--- src/source/core_pkg.sv ---
////////////////////////////////////////////////////////////
// Shared constants and types for the control bus core.
// Import with a wildcard in the module header of any block
// that decodes regions, settings or readback words.
////////////////////////////////////////////////////////////

package core_pkg;

   // Bus widths
   localparam int DW = 32;
   localparam int AW = 16;

   typedef logic [DW-1:0] wb_data_t;
   typedef logic [AW-1:0] wb_addr_t;

   // Region codes, compared against the top address byte
   localparam logic [7:0] REGION_READBACK      = 8'b0101_1100;
   localparam logic [7:0] REGION_READBACK_MASK = 8'b1111_1100;
   localparam logic [7:0] REGION_SETTINGS      = 8'b0111_0000;
   localparam logic [7:0] REGION_SETTINGS_MASK = 8'b1111_0000;
   localparam logic [7:0] REGION_PIC           = 8'b1000_0000;
   localparam logic [7:0] REGION_PIC_MASK      = 8'b1111_1100;

   // Settings bus word address, from adr[9:2]
   typedef logic [7:0] set_addr_t;

   localparam set_addr_t SR_MISC  = 8'd0;    // 7 regs
   localparam set_addr_t SR_DIVSW = 8'd180;  // 2 regs

   localparam logic [7:0] LED_SRC_RESET = 8'b0001_1110;
   localparam logic       DIVSW_RESET   = 1'b1;

   // Bump when the register map changes (major, minor)
   localparam wb_data_t COMPAT_NUM = {16'd8, 16'd2};

   // Readback word map
   localparam int         RB_WORDS  = 16;
   localparam logic [3:0] RB_ADC0   = 4'd6;
   localparam logic [3:0] RB_ADC1   = 4'd7;
   localparam logic [3:0] RB_COMPAT = 4'd12;
   localparam logic [3:0] RB_MISC   = 4'd13;

   // Interrupt controller registers, adr[4:2]
   localparam logic [2:0] PIC_MASK    = 3'd0;
   localparam logic [2:0] PIC_PENDING = 3'd1;
   localparam logic [2:0] PIC_RAW     = 3'd2;
   localparam int         IRQ_W       = 16;

   // Bootloader control states
   localparam logic BLDR_WAIT = 1'b0;
   localparam logic BLDR_DONE = 1'b1;

endpackage

--- src/source/wb_slave_if.sv ---
////////////////////////////////////////////////////////////
// One decoded bus region between the bus control block and
// a slave. Select is a one-cycle access strobe; read data
// is combinational in the slave.
////////////////////////////////////////////////////////////
`timescale 1ns/1ps

interface wb_slave_if #(
   parameter int DW = 32,
   parameter int AW = 16
);
   logic          sel;    // Access accepted this cycle
   logic          we;
   logic [AW-1:0] adr;
   logic [DW-1:0] dat_w;
   logic [DW-1:0] dat_r;

   modport ctrl  (output sel, output we, output adr, output dat_w, input dat_r);
   modport slave (input sel, input we, input adr, input dat_w, output dat_r);

endinterface

--- src/source/bus_control.sv ---
////////////////////////////////////////////////////////////
// Wishbone slave front end. Decodes the region, strobes the
// selected slave for one cycle, registers ack and read data,
// and runs the bootloader reset controller.
////////////////////////////////////////////////////////////
`timescale 1ns/1ps

module bus_control import core_pkg::*; (
   input  logic     wb_clk,
   input  logic     por_rst,
   input  wb_addr_t wb_adr_i,
   input  wb_data_t wb_dat_i,
   input  logic     wb_we_i,
   input  logic     wb_stb_i,
   input  logic     wb_cyc_i,
   output wb_data_t wb_dat_o,
   output logic     wb_ack_o,
   input  logic     bldr_done_i,
   output logic     core_rst_o,
   wb_slave_if.ctrl rb_bus,
   wb_slave_if.ctrl set_bus,
   wb_slave_if.ctrl pic_bus
);

   logic       accept;
   logic [7:0] top_byte;
   logic       hit_rb, hit_set, hit_pic;
   wb_data_t   rd_data;
   logic       bldr_state;

   ////////////////////////////////////////////////////////////
   // Address decode
   assign top_byte = wb_adr_i[AW-1 -: 8];
   assign hit_rb   = (top_byte & REGION_READBACK_MASK) == REGION_READBACK;
   assign hit_set  = (top_byte & REGION_SETTINGS_MASK) == REGION_SETTINGS;
   assign hit_pic  = (top_byte & REGION_PIC_MASK) == REGION_PIC;

   // Held strobe is taken once, ack blocks the retake
   assign accept = wb_stb_i & wb_cyc_i & ~wb_ack_o;

   assign rb_bus.sel   = accept & hit_rb;
   assign set_bus.sel  = accept & hit_set;
   assign pic_bus.sel  = accept & hit_pic;

   assign rb_bus.we    = wb_we_i;
   assign set_bus.we   = wb_we_i;
   assign pic_bus.we   = wb_we_i;
   assign rb_bus.adr   = wb_adr_i;
   assign set_bus.adr  = wb_adr_i;
   assign pic_bus.adr  = wb_adr_i;
   assign rb_bus.dat_w  = wb_dat_i;
   assign set_bus.dat_w = wb_dat_i;
   assign pic_bus.dat_w = wb_dat_i;

   always_comb begin
      if (hit_rb)       rd_data = rb_bus.dat_r;
      else if (hit_set) rd_data = set_bus.dat_r;
      else if (hit_pic) rd_data = pic_bus.dat_r;
      else              rd_data = '0;   // Unmapped reads as zero
   end

   always_ff @(posedge wb_clk) begin
      if (por_rst) wb_ack_o <= 1'b0;
      else         wb_ack_o <= accept;
   end

   always_ff @(posedge wb_clk) begin
      if (accept) wb_dat_o <= wb_we_i ? '0 : rd_data;
   end

   ////////////////////////////////////////////////////////////
   // Bootloader reset controller
   always_ff @(posedge wb_clk) begin
      if (por_rst) begin
         bldr_state <= BLDR_WAIT;
         core_rst_o <= 1'b0;
      end else begin
         core_rst_o <= 1'b0;
         case (bldr_state)
            BLDR_WAIT: begin
               if (bldr_done_i) begin   // Set by the bootloader
                  bldr_state <= BLDR_DONE;
                  core_rst_o <= 1'b1;
               end
            end
            default: bldr_state <= BLDR_DONE;   // Stays here until power-on reset
         endcase
      end
   end

endmodule

--- src/source/pic.sv ---
////////////////////////////////////////////////////////////
// Interrupt controller. Captures rising irq edges into the
// pending register; int_o is any pending bit not masked.
////////////////////////////////////////////////////////////
`timescale 1ns/1ps

module pic import core_pkg::*; (
   input  logic             wb_clk,
   input  logic             por_rst,
   input  logic             core_rst_i,
   wb_slave_if.slave        bus,
   input  logic [IRQ_W-1:0] irq_i,
   output logic             int_o
);

   logic [IRQ_W-1:0] irq_q, irq_qq;
   logic [IRQ_W-1:0] mask, pending, rise, clr;
   logic [2:0]       reg_idx;

   assign reg_idx = bus.adr[4:2];
   assign rise    = irq_q & ~irq_qq;

   // Write 1 to clear
   assign clr = (bus.sel && bus.we && reg_idx == PIC_PENDING) ? bus.dat_w[IRQ_W-1:0] : '0;

   always_ff @(posedge wb_clk) begin
      if (por_rst | core_rst_i) begin
         irq_q   <= '0;
         irq_qq  <= '0;
         pending <= '0;
         mask    <= '1;   // All masked out of reset
      end else begin
         irq_q   <= irq_i;
         irq_qq  <= irq_q;
         pending <= (pending & ~clr) | rise;   // New edge wins over clear
         if (bus.sel && bus.we && reg_idx == PIC_MASK)
            mask <= bus.dat_w[IRQ_W-1:0];
      end
   end

   assign int_o = |(pending & ~mask);

   always_comb begin
      case (reg_idx)
         PIC_MASK:    bus.dat_r = {{(DW-IRQ_W){1'b0}}, mask};
         PIC_PENDING: bus.dat_r = {{(DW-IRQ_W){1'b0}}, pending};
         PIC_RAW:     bus.dat_r = {{(DW-IRQ_W){1'b0}}, irq_q};
         default:     bus.dat_r = '0;
      endcase
   end

endmodule

--- src/source/readback_mux.sv ---
////////////////////////////////////////////////////////////
// Status readback map. Selects one word by adr[5:2] for
// reads in the readback region.
////////////////////////////////////////////////////////////
`timescale 1ns/1ps

module readback_mux import core_pkg::*; (
   wb_slave_if.slave  bus,
   input  logic [11:0] adc0_a_i,
   input  logic [11:0] adc0_b_i,
   input  logic [11:0] adc1_a_i,
   input  logic [11:0] adc1_b_i,
   input  logic [1:0]  aux_ld_i,
   input  logic        button_i,
   input  logic        clk_status_i
);

   logic [$clog2(RB_WORDS)-1:0] rb_idx;
   wb_data_t                    misc_word;

   assign rb_idx = bus.adr[5:2];

   // aux_ld2, aux_ld1, button, spare, clk_status in bits 15..11
   assign misc_word = {16'b0, aux_ld_i[1], aux_ld_i[0], button_i, 1'b0,
                       clk_status_i, 11'b0};

   always_comb begin
      case (rb_idx)
         RB_ADC0:   bus.dat_r = {adc0_a_i, 4'b0, adc0_b_i, 4'b0};
         RB_ADC1:   bus.dat_r = {adc1_a_i, 4'b0, adc1_b_i, 4'b0};
         RB_COMPAT: bus.dat_r = COMPAT_NUM;
         RB_MISC:   bus.dat_r = misc_word;
         default:   bus.dat_r = '0;   // Retired words
      endcase
   end

endmodule

--- src/source/settings_regs.sv ---
////////////////////////////////////////////////////////////
// Settings register file in the settings region. Holds the
// clock generator, PHY, boot, diversity and LED controls and
// mixes hardware run flags with the software LED value.
////////////////////////////////////////////////////////////
`timescale 1ns/1ps

module settings_regs import core_pkg::*; (
   input  logic       wb_clk,
   input  logic       por_rst,
   input  logic       core_rst_i,
   wb_slave_if.slave  bus,
   input  logic [3:0] run_i,
   output logic       bldr_done_o,
   output logic [1:0] clk_en_o,
   output logic [1:0] clk_sel_o,
   output logic       clock_ready_o,
   output logic [1:0] lms_res_o,
   output logic       phy_reset_n_o,
   output logic [1:0] div_sw_o,
   output logic [7:0] leds_o
);

   set_addr_t  set_addr;
   logic       set_stb;
   logic [6:0] clock_outs;
   logic [7:0] led_sw, led_src, led_hw;
   logic       phy_reset;

   assign set_addr = bus.adr[9:2];
   assign set_stb  = bus.sel & bus.we;

   always_ff @(posedge wb_clk) begin
      if (por_rst | core_rst_i) begin
         clock_outs  <= '0;
         led_sw      <= '0;
         phy_reset   <= 1'b0;
         bldr_done_o <= 1'b0;
         led_src     <= LED_SRC_RESET;
         div_sw_o    <= {DIVSW_RESET, DIVSW_RESET};
      end else if (set_stb) begin
         case (set_addr)
            SR_MISC + 8'd0:  clock_outs  <= bus.dat_w[6:0];
            SR_MISC + 8'd3:  led_sw      <= bus.dat_w[7:0];
            SR_MISC + 8'd4:  phy_reset   <= bus.dat_w[0];
            SR_MISC + 8'd5:  bldr_done_o <= bus.dat_w[0];
            SR_MISC + 8'd6:  led_src     <= bus.dat_w[7:0];
            SR_DIVSW + 8'd0: div_sw_o[0] <= bus.dat_w[0];
            SR_DIVSW + 8'd1: div_sw_o[1] <= bus.dat_w[0];
            default: ;
         endcase
      end
   end

   assign {clock_ready_o, clk_en_o, clk_sel_o} = clock_outs[4:0];
   assign lms_res_o     = clock_outs[6:5];
   assign phy_reset_n_o = ~phy_reset;

   // LEDs, src bit 1 = hardware, 0 = software
   // run_i is {tx0, rx0, tx1, rx1}
   assign led_hw = {3'b000, run_i, 1'b0};
   assign leds_o = (led_src & led_hw) | (~led_src & led_sw);

   assign bus.dat_r = '0;   // Write-only region

endmodule

--- src/source/u2plus_core.sv ---
////////////////////////////////////////////////////////////
// Control bus core top level. An external Wishbone master
// reaches the readback, settings and interrupt regions
// through plain ports, all on wb_clk.
////////////////////////////////////////////////////////////
`timescale 1ns/1ps

module u2plus_core import core_pkg::*; (
   input  logic             wb_clk,
   input  logic             por_rst,
   // Wishbone slave
   input  wb_addr_t         wb_adr_i,
   input  wb_data_t         wb_dat_i,
   input  logic             wb_we_i,
   input  logic             wb_stb_i,
   input  logic             wb_cyc_i,
   output wb_data_t         wb_dat_o,
   output logic             wb_ack_o,
   // Settings outputs
   input  logic [3:0]       run_i,   // tx0, rx0, tx1, rx1
   output logic [1:0]       clk_en_o,
   output logic [1:0]       clk_sel_o,
   output logic             clock_ready_o,
   output logic [1:0]       lms_res_o,
   output logic             phy_reset_n_o,
   output logic [1:0]       div_sw_o,
   output logic [7:0]       leds_o,
   // Status inputs
   input  logic [11:0]      adc0_a_i,
   input  logic [11:0]      adc0_b_i,
   input  logic [11:0]      adc1_a_i,
   input  logic [11:0]      adc1_b_i,
   input  logic [1:0]       aux_ld_i,
   input  logic             button_i,
   input  logic             clk_status_i,
   // Interrupts
   input  logic [IRQ_W-1:0] irq_i,
   output logic             int_o
);

   logic bldr_done;
   logic core_rst;

   wb_slave_if #(.DW(DW), .AW(AW)) rb_bus  ();
   wb_slave_if #(.DW(DW), .AW(AW)) set_bus ();
   wb_slave_if #(.DW(DW), .AW(AW)) pic_bus ();

   bus_control i_bus_control (
      .wb_clk, .por_rst,
      .wb_adr_i, .wb_dat_i, .wb_we_i, .wb_stb_i, .wb_cyc_i,
      .wb_dat_o, .wb_ack_o,
      .bldr_done_i (bldr_done),
      .core_rst_o  (core_rst),
      .rb_bus, .set_bus, .pic_bus
   );

   settings_regs i_settings_regs (
      .wb_clk, .por_rst,
      .core_rst_i  (core_rst),
      .bus         (set_bus),
      .run_i,
      .bldr_done_o (bldr_done),
      .clk_en_o, .clk_sel_o, .clock_ready_o, .lms_res_o,
      .phy_reset_n_o, .div_sw_o, .leds_o
   );

   readback_mux i_readback_mux (
      .bus (rb_bus),
      .adc0_a_i, .adc0_b_i, .adc1_a_i, .adc1_b_i,
      .aux_ld_i, .button_i, .clk_status_i
   );

   pic i_pic (
      .wb_clk, .por_rst,
      .core_rst_i (core_rst),
      .bus        (pic_bus),
      .irq_i, .int_o
   );

endmodule

--- config.mk ---
export PLATFORM = sky130hd
export DESIGN_NAME = u2plus_core
export DESIGN_NICKNAME = d
export VERILOG_FILES = /design/src/source/core_pkg.sv /design/src/source/wb_slave_if.sv /design/src/source/bus_control.sv /design/src/source/pic.sv /design/src/source/readback_mux.sv /design/src/source/settings_regs.sv /design/src/source/u2plus_core.sv
export SDC_FILE = /design/constraint.sdc
export NUM_CORES = 1
export LEC_CHECK = 0
export BUFFER_PORTS_ARGS = -buffer_cell sky130_fd_sc_hd__buf_2
export CAP_MARGIN = 10
export CORE_AREA = 2 2 76 151
export CTS_CLUSTER_DIAMETER = 30
export CTS_CLUSTER_SIZE = 25
export DETAILED_ROUTE_END_ITERATION = 16
export DIE_AREA = 0 0 78 153
export MAX_ROUTING_LAYER = met4
export PLACE_DENSITY = 0.79
export SKIP_LAST_GASP = 1
export SYNTH_ARGS = -nofsm -noshare
export SYNTH_HDL_FRONTEND = slang
export SYNTH_SLANG_ARGS = --single-unit
--- constraint.sdc ---
create_clock -name wb_clk -period 2.56 [get_ports wb_clk]
set_input_delay 0.384 -clock wb_clk [delete_from_list [all_inputs] [get_ports wb_clk]]
set_output_delay 0.384 -clock wb_clk [all_outputs]
set_load 0.005 [all_outputs]
== Word level (Yosys, flattened, before mapping) ==
Cells that the tools add are included.
Operators by class
  div/mod/pow operators: 0
  reductions and logical operators: 14
  eq/ne operators: 15
  $add $sub $neg: 0
  bitwise gates (word level): 19
  order comparisons: 0
  shift-type cells: 0
  multiply operators: 0
  muxes and demuxes: 8
Operators by type and width (number)
  case mux 32 bit (4 select lines): 1
  2-to-1 mux 32 bit: 3
  bitwise AND 16 bit: 3
  NOT 16 bit: 3
  case mux 16 bit (3 select lines): 1
  == test 8 x 3 -> 1 bit, second input constant: 3
  == test 8 bit, second input constant: 2
  2-to-1 mux 16 bit: 1
  OR 16 bit: 1
  OR reduction 16 bit: 1
  AND reduction 2 bit: 7
  == test 4 x 3 -> 1 bit, second input constant: 3
  bitwise AND 8 x 5 -> 8 bit: 1
  bitwise AND 8 bit: 1
  == test 4 bit, second input constant: 2
  == test 8 x 2 -> 1 bit, second input constant: 1
  zero test 8 bit: 1
  NOT 8 bit: 1
  OR 8 bit: 1
  == test 6 x 5 -> 1 bit, second input constant: 1
  == test 6 bit, second input constant: 1
  bitwise AND 1 bit: 5
  == test 3 x 1 -> 1 bit, second input constant: 1
  == test 3 x 2 -> 1 bit, second input constant: 1
  6 further kinds: 10
Storage, ports and cells
  bits in registers: 126
  output and inout bits: 52
  latch bits: 0
  bits in writable memories: 0
  memories: 0
  bits in read-only memories: 0
  input port bits: 125
  word-level logic and storage cells: 71

== Longest topological paths before layout ==
  word-level depth: 9
  mapped depth: 7
  mapped depth without buffers: 4

== Hierarchy ==
From an unflattened synthesis, not the netlist that was laid out.
Second synthesis, totals
  cells, all modules: 871
  area, all modules: 7970.1 µm²
By module, submodules not included
  bus_control: instances 1, cells each 318, area an instance 3075.4 µm², seq. area each 1021.0 µm²
  pic: instances 1, cells each 324, area an instance 2915.3 µm², seq. area each 1281.2 µm²
  settings_regs: instances 1, cells each 160, area an instance 1468.9 µm², seq. area each 540.5 µm²
  readback_mux: instances 1, cells each 69, area an instance 510.5 µm², seq. area each 0.0 µm²

== Worst setup path after synthesis ==
No wires, ideal clock.
  path type: input-to-reg
  start: in wb_adr_i[2]
  end: reg i_pic.mask[10]
  stages on the path: 6
  setup time: 0.129 ns
  path buffers: 2
  data required time: 2.431 ns
  setup slack: 0.511 ns
  arrival time: 1.920 ns
  cell sequence: buf_2 or4b_4 nor4_4 buf_6 mux2i_1 nand2_1
Between the ends
  cells in the longest elaborated chain, start to end: 2
Ends and longest elaborated chain
  from (decl): line u2plus_core.sv:12  | input wb_addr_t wb_adr_i,
  zero test 3 bit: line pic.sv:36  | if (bus.sel && bus.we && reg_idx == PIC_MASK)
  logical AND 1 bit: line pic.sv:36
  to (signal assigned): line pic.sv:37  | mask <= bus.dat_w[IRQ_W-1:0];
  to (decl): line pic.sv:17  | logic [IRQ_W-1:0] mask, pending, rise, clr;
Every way passes these cells.
A chain may end at the register's enable or synchronous reset.

== Worst setup path in the final report ==
  start: in wb_adr_i[10]
  end: reg i_bus_control.wb_dat_o[5] (data pin)
Between the ends
  cells in the longest elaborated chain, start to end: 4
  elaborated cells on any way between the ends: 5
  those cells by class: eq/ne: 2; mux: 3
Ends and longest elaborated chain
  == test 6 bit: line bus_control.sv:36  | assign hit_pic = (top_byte & REGION_PIC_MASK) == REGION_PIC;
  2-to-1 mux 32 bit: line bus_control.sv:58  | else if (hit_pic) rd_data = pic_bus.dat_r;
  2-to-1 mux 32 bit: line bus_control.sv:57  | else if (hit_set) rd_data = set_bus.dat_r;
  2-to-1 mux 32 bit (*): line bus_control.sv:56  | if (hit_rb) rd_data = rb_bus.dat_r;
  to (signal assigned): line bus_control.sv:68  | if (accept) wb_dat_o <= wb_we_i ? '0 : rd_data;
  to (decl): line bus_control.sv:16  | output wb_data_t wb_dat_o,
Mark *: on every way between the ends. The rest lies on a longest branch, timed or not.

==> flow_summary.ini <==
[status]
status = finished, final reports clean

[clock_tree]
cts_root_buffer = clkbuf_16
worst_skew_pair.late_latency_ps = 420
ctsResizeCount = 0
h-tree-depth = 4
cts.hold.buffers_added = 0
cts.sinks = 123
cts_setup_buffers = 0
cts_max_path_buffers = 2
cts_buffers = 17
clkTransAtPathRegs_ps = 60
cts_tree = built

[layout]
fin_nets = 815
utilization = 0.627
synthToLayoutAreaGrowth_pct = 28.9
finalNonFillerCells = 844
fillers = 909
drive_above_1_share = 0.300

[synthesis]
yosysMostFrequentCell = dfxtp_1
yosysTopAreaCellShare = 0.358
synth_edf_count = 29
async_flop_share = 0
synth.avg_cell_area_um2 = 9.78
synth_area_leaders = dfxtp_1, edfxtp_1, mux2i_1
syn_area_mm2 = 0.00526
ys_ff_latch = 123
syn_inst = 538
synth_warnings = 0
synth_top_area_cell = dfxtp_1
synth-seq-area-share = 0.523
ys_top_cells_by_count = dfxtp_1, nor2_1, mux2i_1
synthFlopType = dfxtp_1
ys_types = 46

[detailed_routing]
routedWlPerCell_um = 16.7
drt-vias-per-instance = 5.44
wl_mm = 14.1
num_vias = 4588
drtPass1Iterations = 4
drt-initial-drc-count = 290
route.detailed.drc = 0
antenna_left = 0

[sta]
tns_ps = 0
rsz0062_at_grt = false
drv_slew = 0
hold_violations = 0
finalClockSkew_ps = 8.54
worst_pin_slew_ps = 788
finalCritPeriodShare = 0.795
fmax_ghz = 0.491
finalSetupViolations = 0
fin_crit_ps = 2040
maxSlewHeadroom = 0.473

[die]
coreArea_mm2 = 0.0108
dieHeight_um = 153
io_pins = 177
die_w_um = 78
rows = 54
die_area_mm2 = 0.0119
start_util = 0.487

[power]
ir_drop_mv = 0.645
total_power_mw = 4.81
p_per_area_mw_per_mm2 = 709
leakagePower_nw = 2.93

[global_route]
first_global_vias = 4668
grt_overflow = 0
grt_max_degree = 30
grt_pass1_wl_mm = 21.9
grtUsageTotal = 0.244
antenna_found_initial = 1

[place]
gp_congestion = 0.859
io_buffers = 155
dp_cells = 810
dpl.hpwl_mm = 10.2

[critical_path]
cp_max_fo = 16
cp-start-kind = input pin
endpoint_kind = flop
crit_arrival_ps = 2260
required_ps = 2790
worst-setup-path-type = input pin to flop

[hold_path]
min_path_type = input pin to flop

[flow_run]
maxCapViolCount = 0
==> critical path, stage by stage <==
cell and delay [ps]:
buf_2 110, or4_4 560, or2_1 280, a2111o_1 630, o22ai_1 290
==> cell type report <==
type	count	area [um2]	share of cell area
multi-input cells	360	2300	0.340
clock buffers	18	439	0.0648
clock inverters	14	151	0.0223
inverters	18	67.6	0.00996
flip-flops and latches	123	2750	0.406
well taps	140	175	0.0258
repair buffers	170	888	0.131
diodes	1	2.50	0.000369
==> layer usage <==
metal | global-route usage | vias up | wire length (um)
met5 | - | - | 0
met4 | 0.145 | 0 | 613
met3 | 0.0490 | 38 | 597
met2 | 0.449 | 172 | 7910
met1 | 0.223 | 2172 | 5010
li1 | - | 2206 | -
==> state kept, by name, indices dropped and copies added (netlist names) <==
signal and count:
i_settings_regs.bldr_done_o 1, i_settings_regs.led_src 8, i_settings_regs.phy_reset 1, i_pic.mask 16
i_bus_control.wb_dat_o 29, i_settings_regs.div_sw_o 2, i_bus_control.bldr_state 1, i_bus_control.core_rst_o 1
i_pic.pending 16, i_pic.irq_q 16, i_bus_control.wb_ack_o 1, i_settings_regs.led_sw 8
i_pic.irq_qq 16, i_settings_regs.clock_outs 7
==> per-stage QoR <==
| step | area (um2) | hold WS, ps | worst slack, ps |
|---|---|---|---|
| after detailed placement | 6180 | 421 | 128 |
| final | 6780 | 171 | 524 |
| after CTS | 6770 | 156 | 563 |
| after global routing | 6780 | 156 | 471 |
| after global placement | 6180 | 410 | 198 |
| after floorplan | 5270 | 396 | 511 |
==> logic make-up (layout without fill, tap and decap cells) <==
| family | count (synthesis) | in the layout | share of synthesized area |
|---|---|---|---|
| compound gates | 114 | 114 | 0.130 |
| xor+xnor | 1 | 1 | 0.00166 |
| buf+inv | 57 | 220 | 0.0475 |
| flops | 123 | 123 | 0.523 |
| mux | 44 | 44 | 0.0846 |
| other cells | 1 | 4 | 0.000713 |
| simple gates | 198 | 198 | 0.212 |
==> worst paths after layout <==
path	start	endpoint	slack, ps	cells after the start
min reg2reg	i_bus_control.bldr_state	i_bus_control.core_rst_o	420	1
max reg2reg	i_bus_control.wb_ack_o	i_pic.mask[14]	910	5
min	irq_i[3]	i_pic.irq_q[3]	170	2
max	wb_adr_i[10]	i_bus_control.wb_dat_o[5]	520	5
==> cell usage in the layout, fill, tap and decap left out, types with 5 or more instances in the layout <==
| cell | instances |
|---|---|
| dfxtp_1 | 94 |
| nand2_1 | 26 |
| clkinv_2 | 5 |
| buf_2 | 155 |
| o22ai_1 | 16 |
| nand4_1 | 5 |
| a22oi_1 | 20 |
| nor3_1 | 5 |
| inv_1 | 18 |
| nand3_1 | 14 |
| o21ai_0 | 30 |
| a21oi_1 | 36 |
| and2_1 | 32 |
| buf_4 | 15 |
| and4b_1 | 6 |
| edfxtp_1 | 29 |
| nor2_1 | 47 |
| nor2b_1 | 37 |
| mux2i_1 | 40 |
| clkbuf_16 | 17 |
==> report_power, final <==
group | switching (mW) | internal [mW]
combinational | 0.185 | 0.160
sequential | 0.0315 | 2.04
clock | 0.850 | 1.54
total | 1.07 | 3.74
Power figures use the tool's default switching activity.
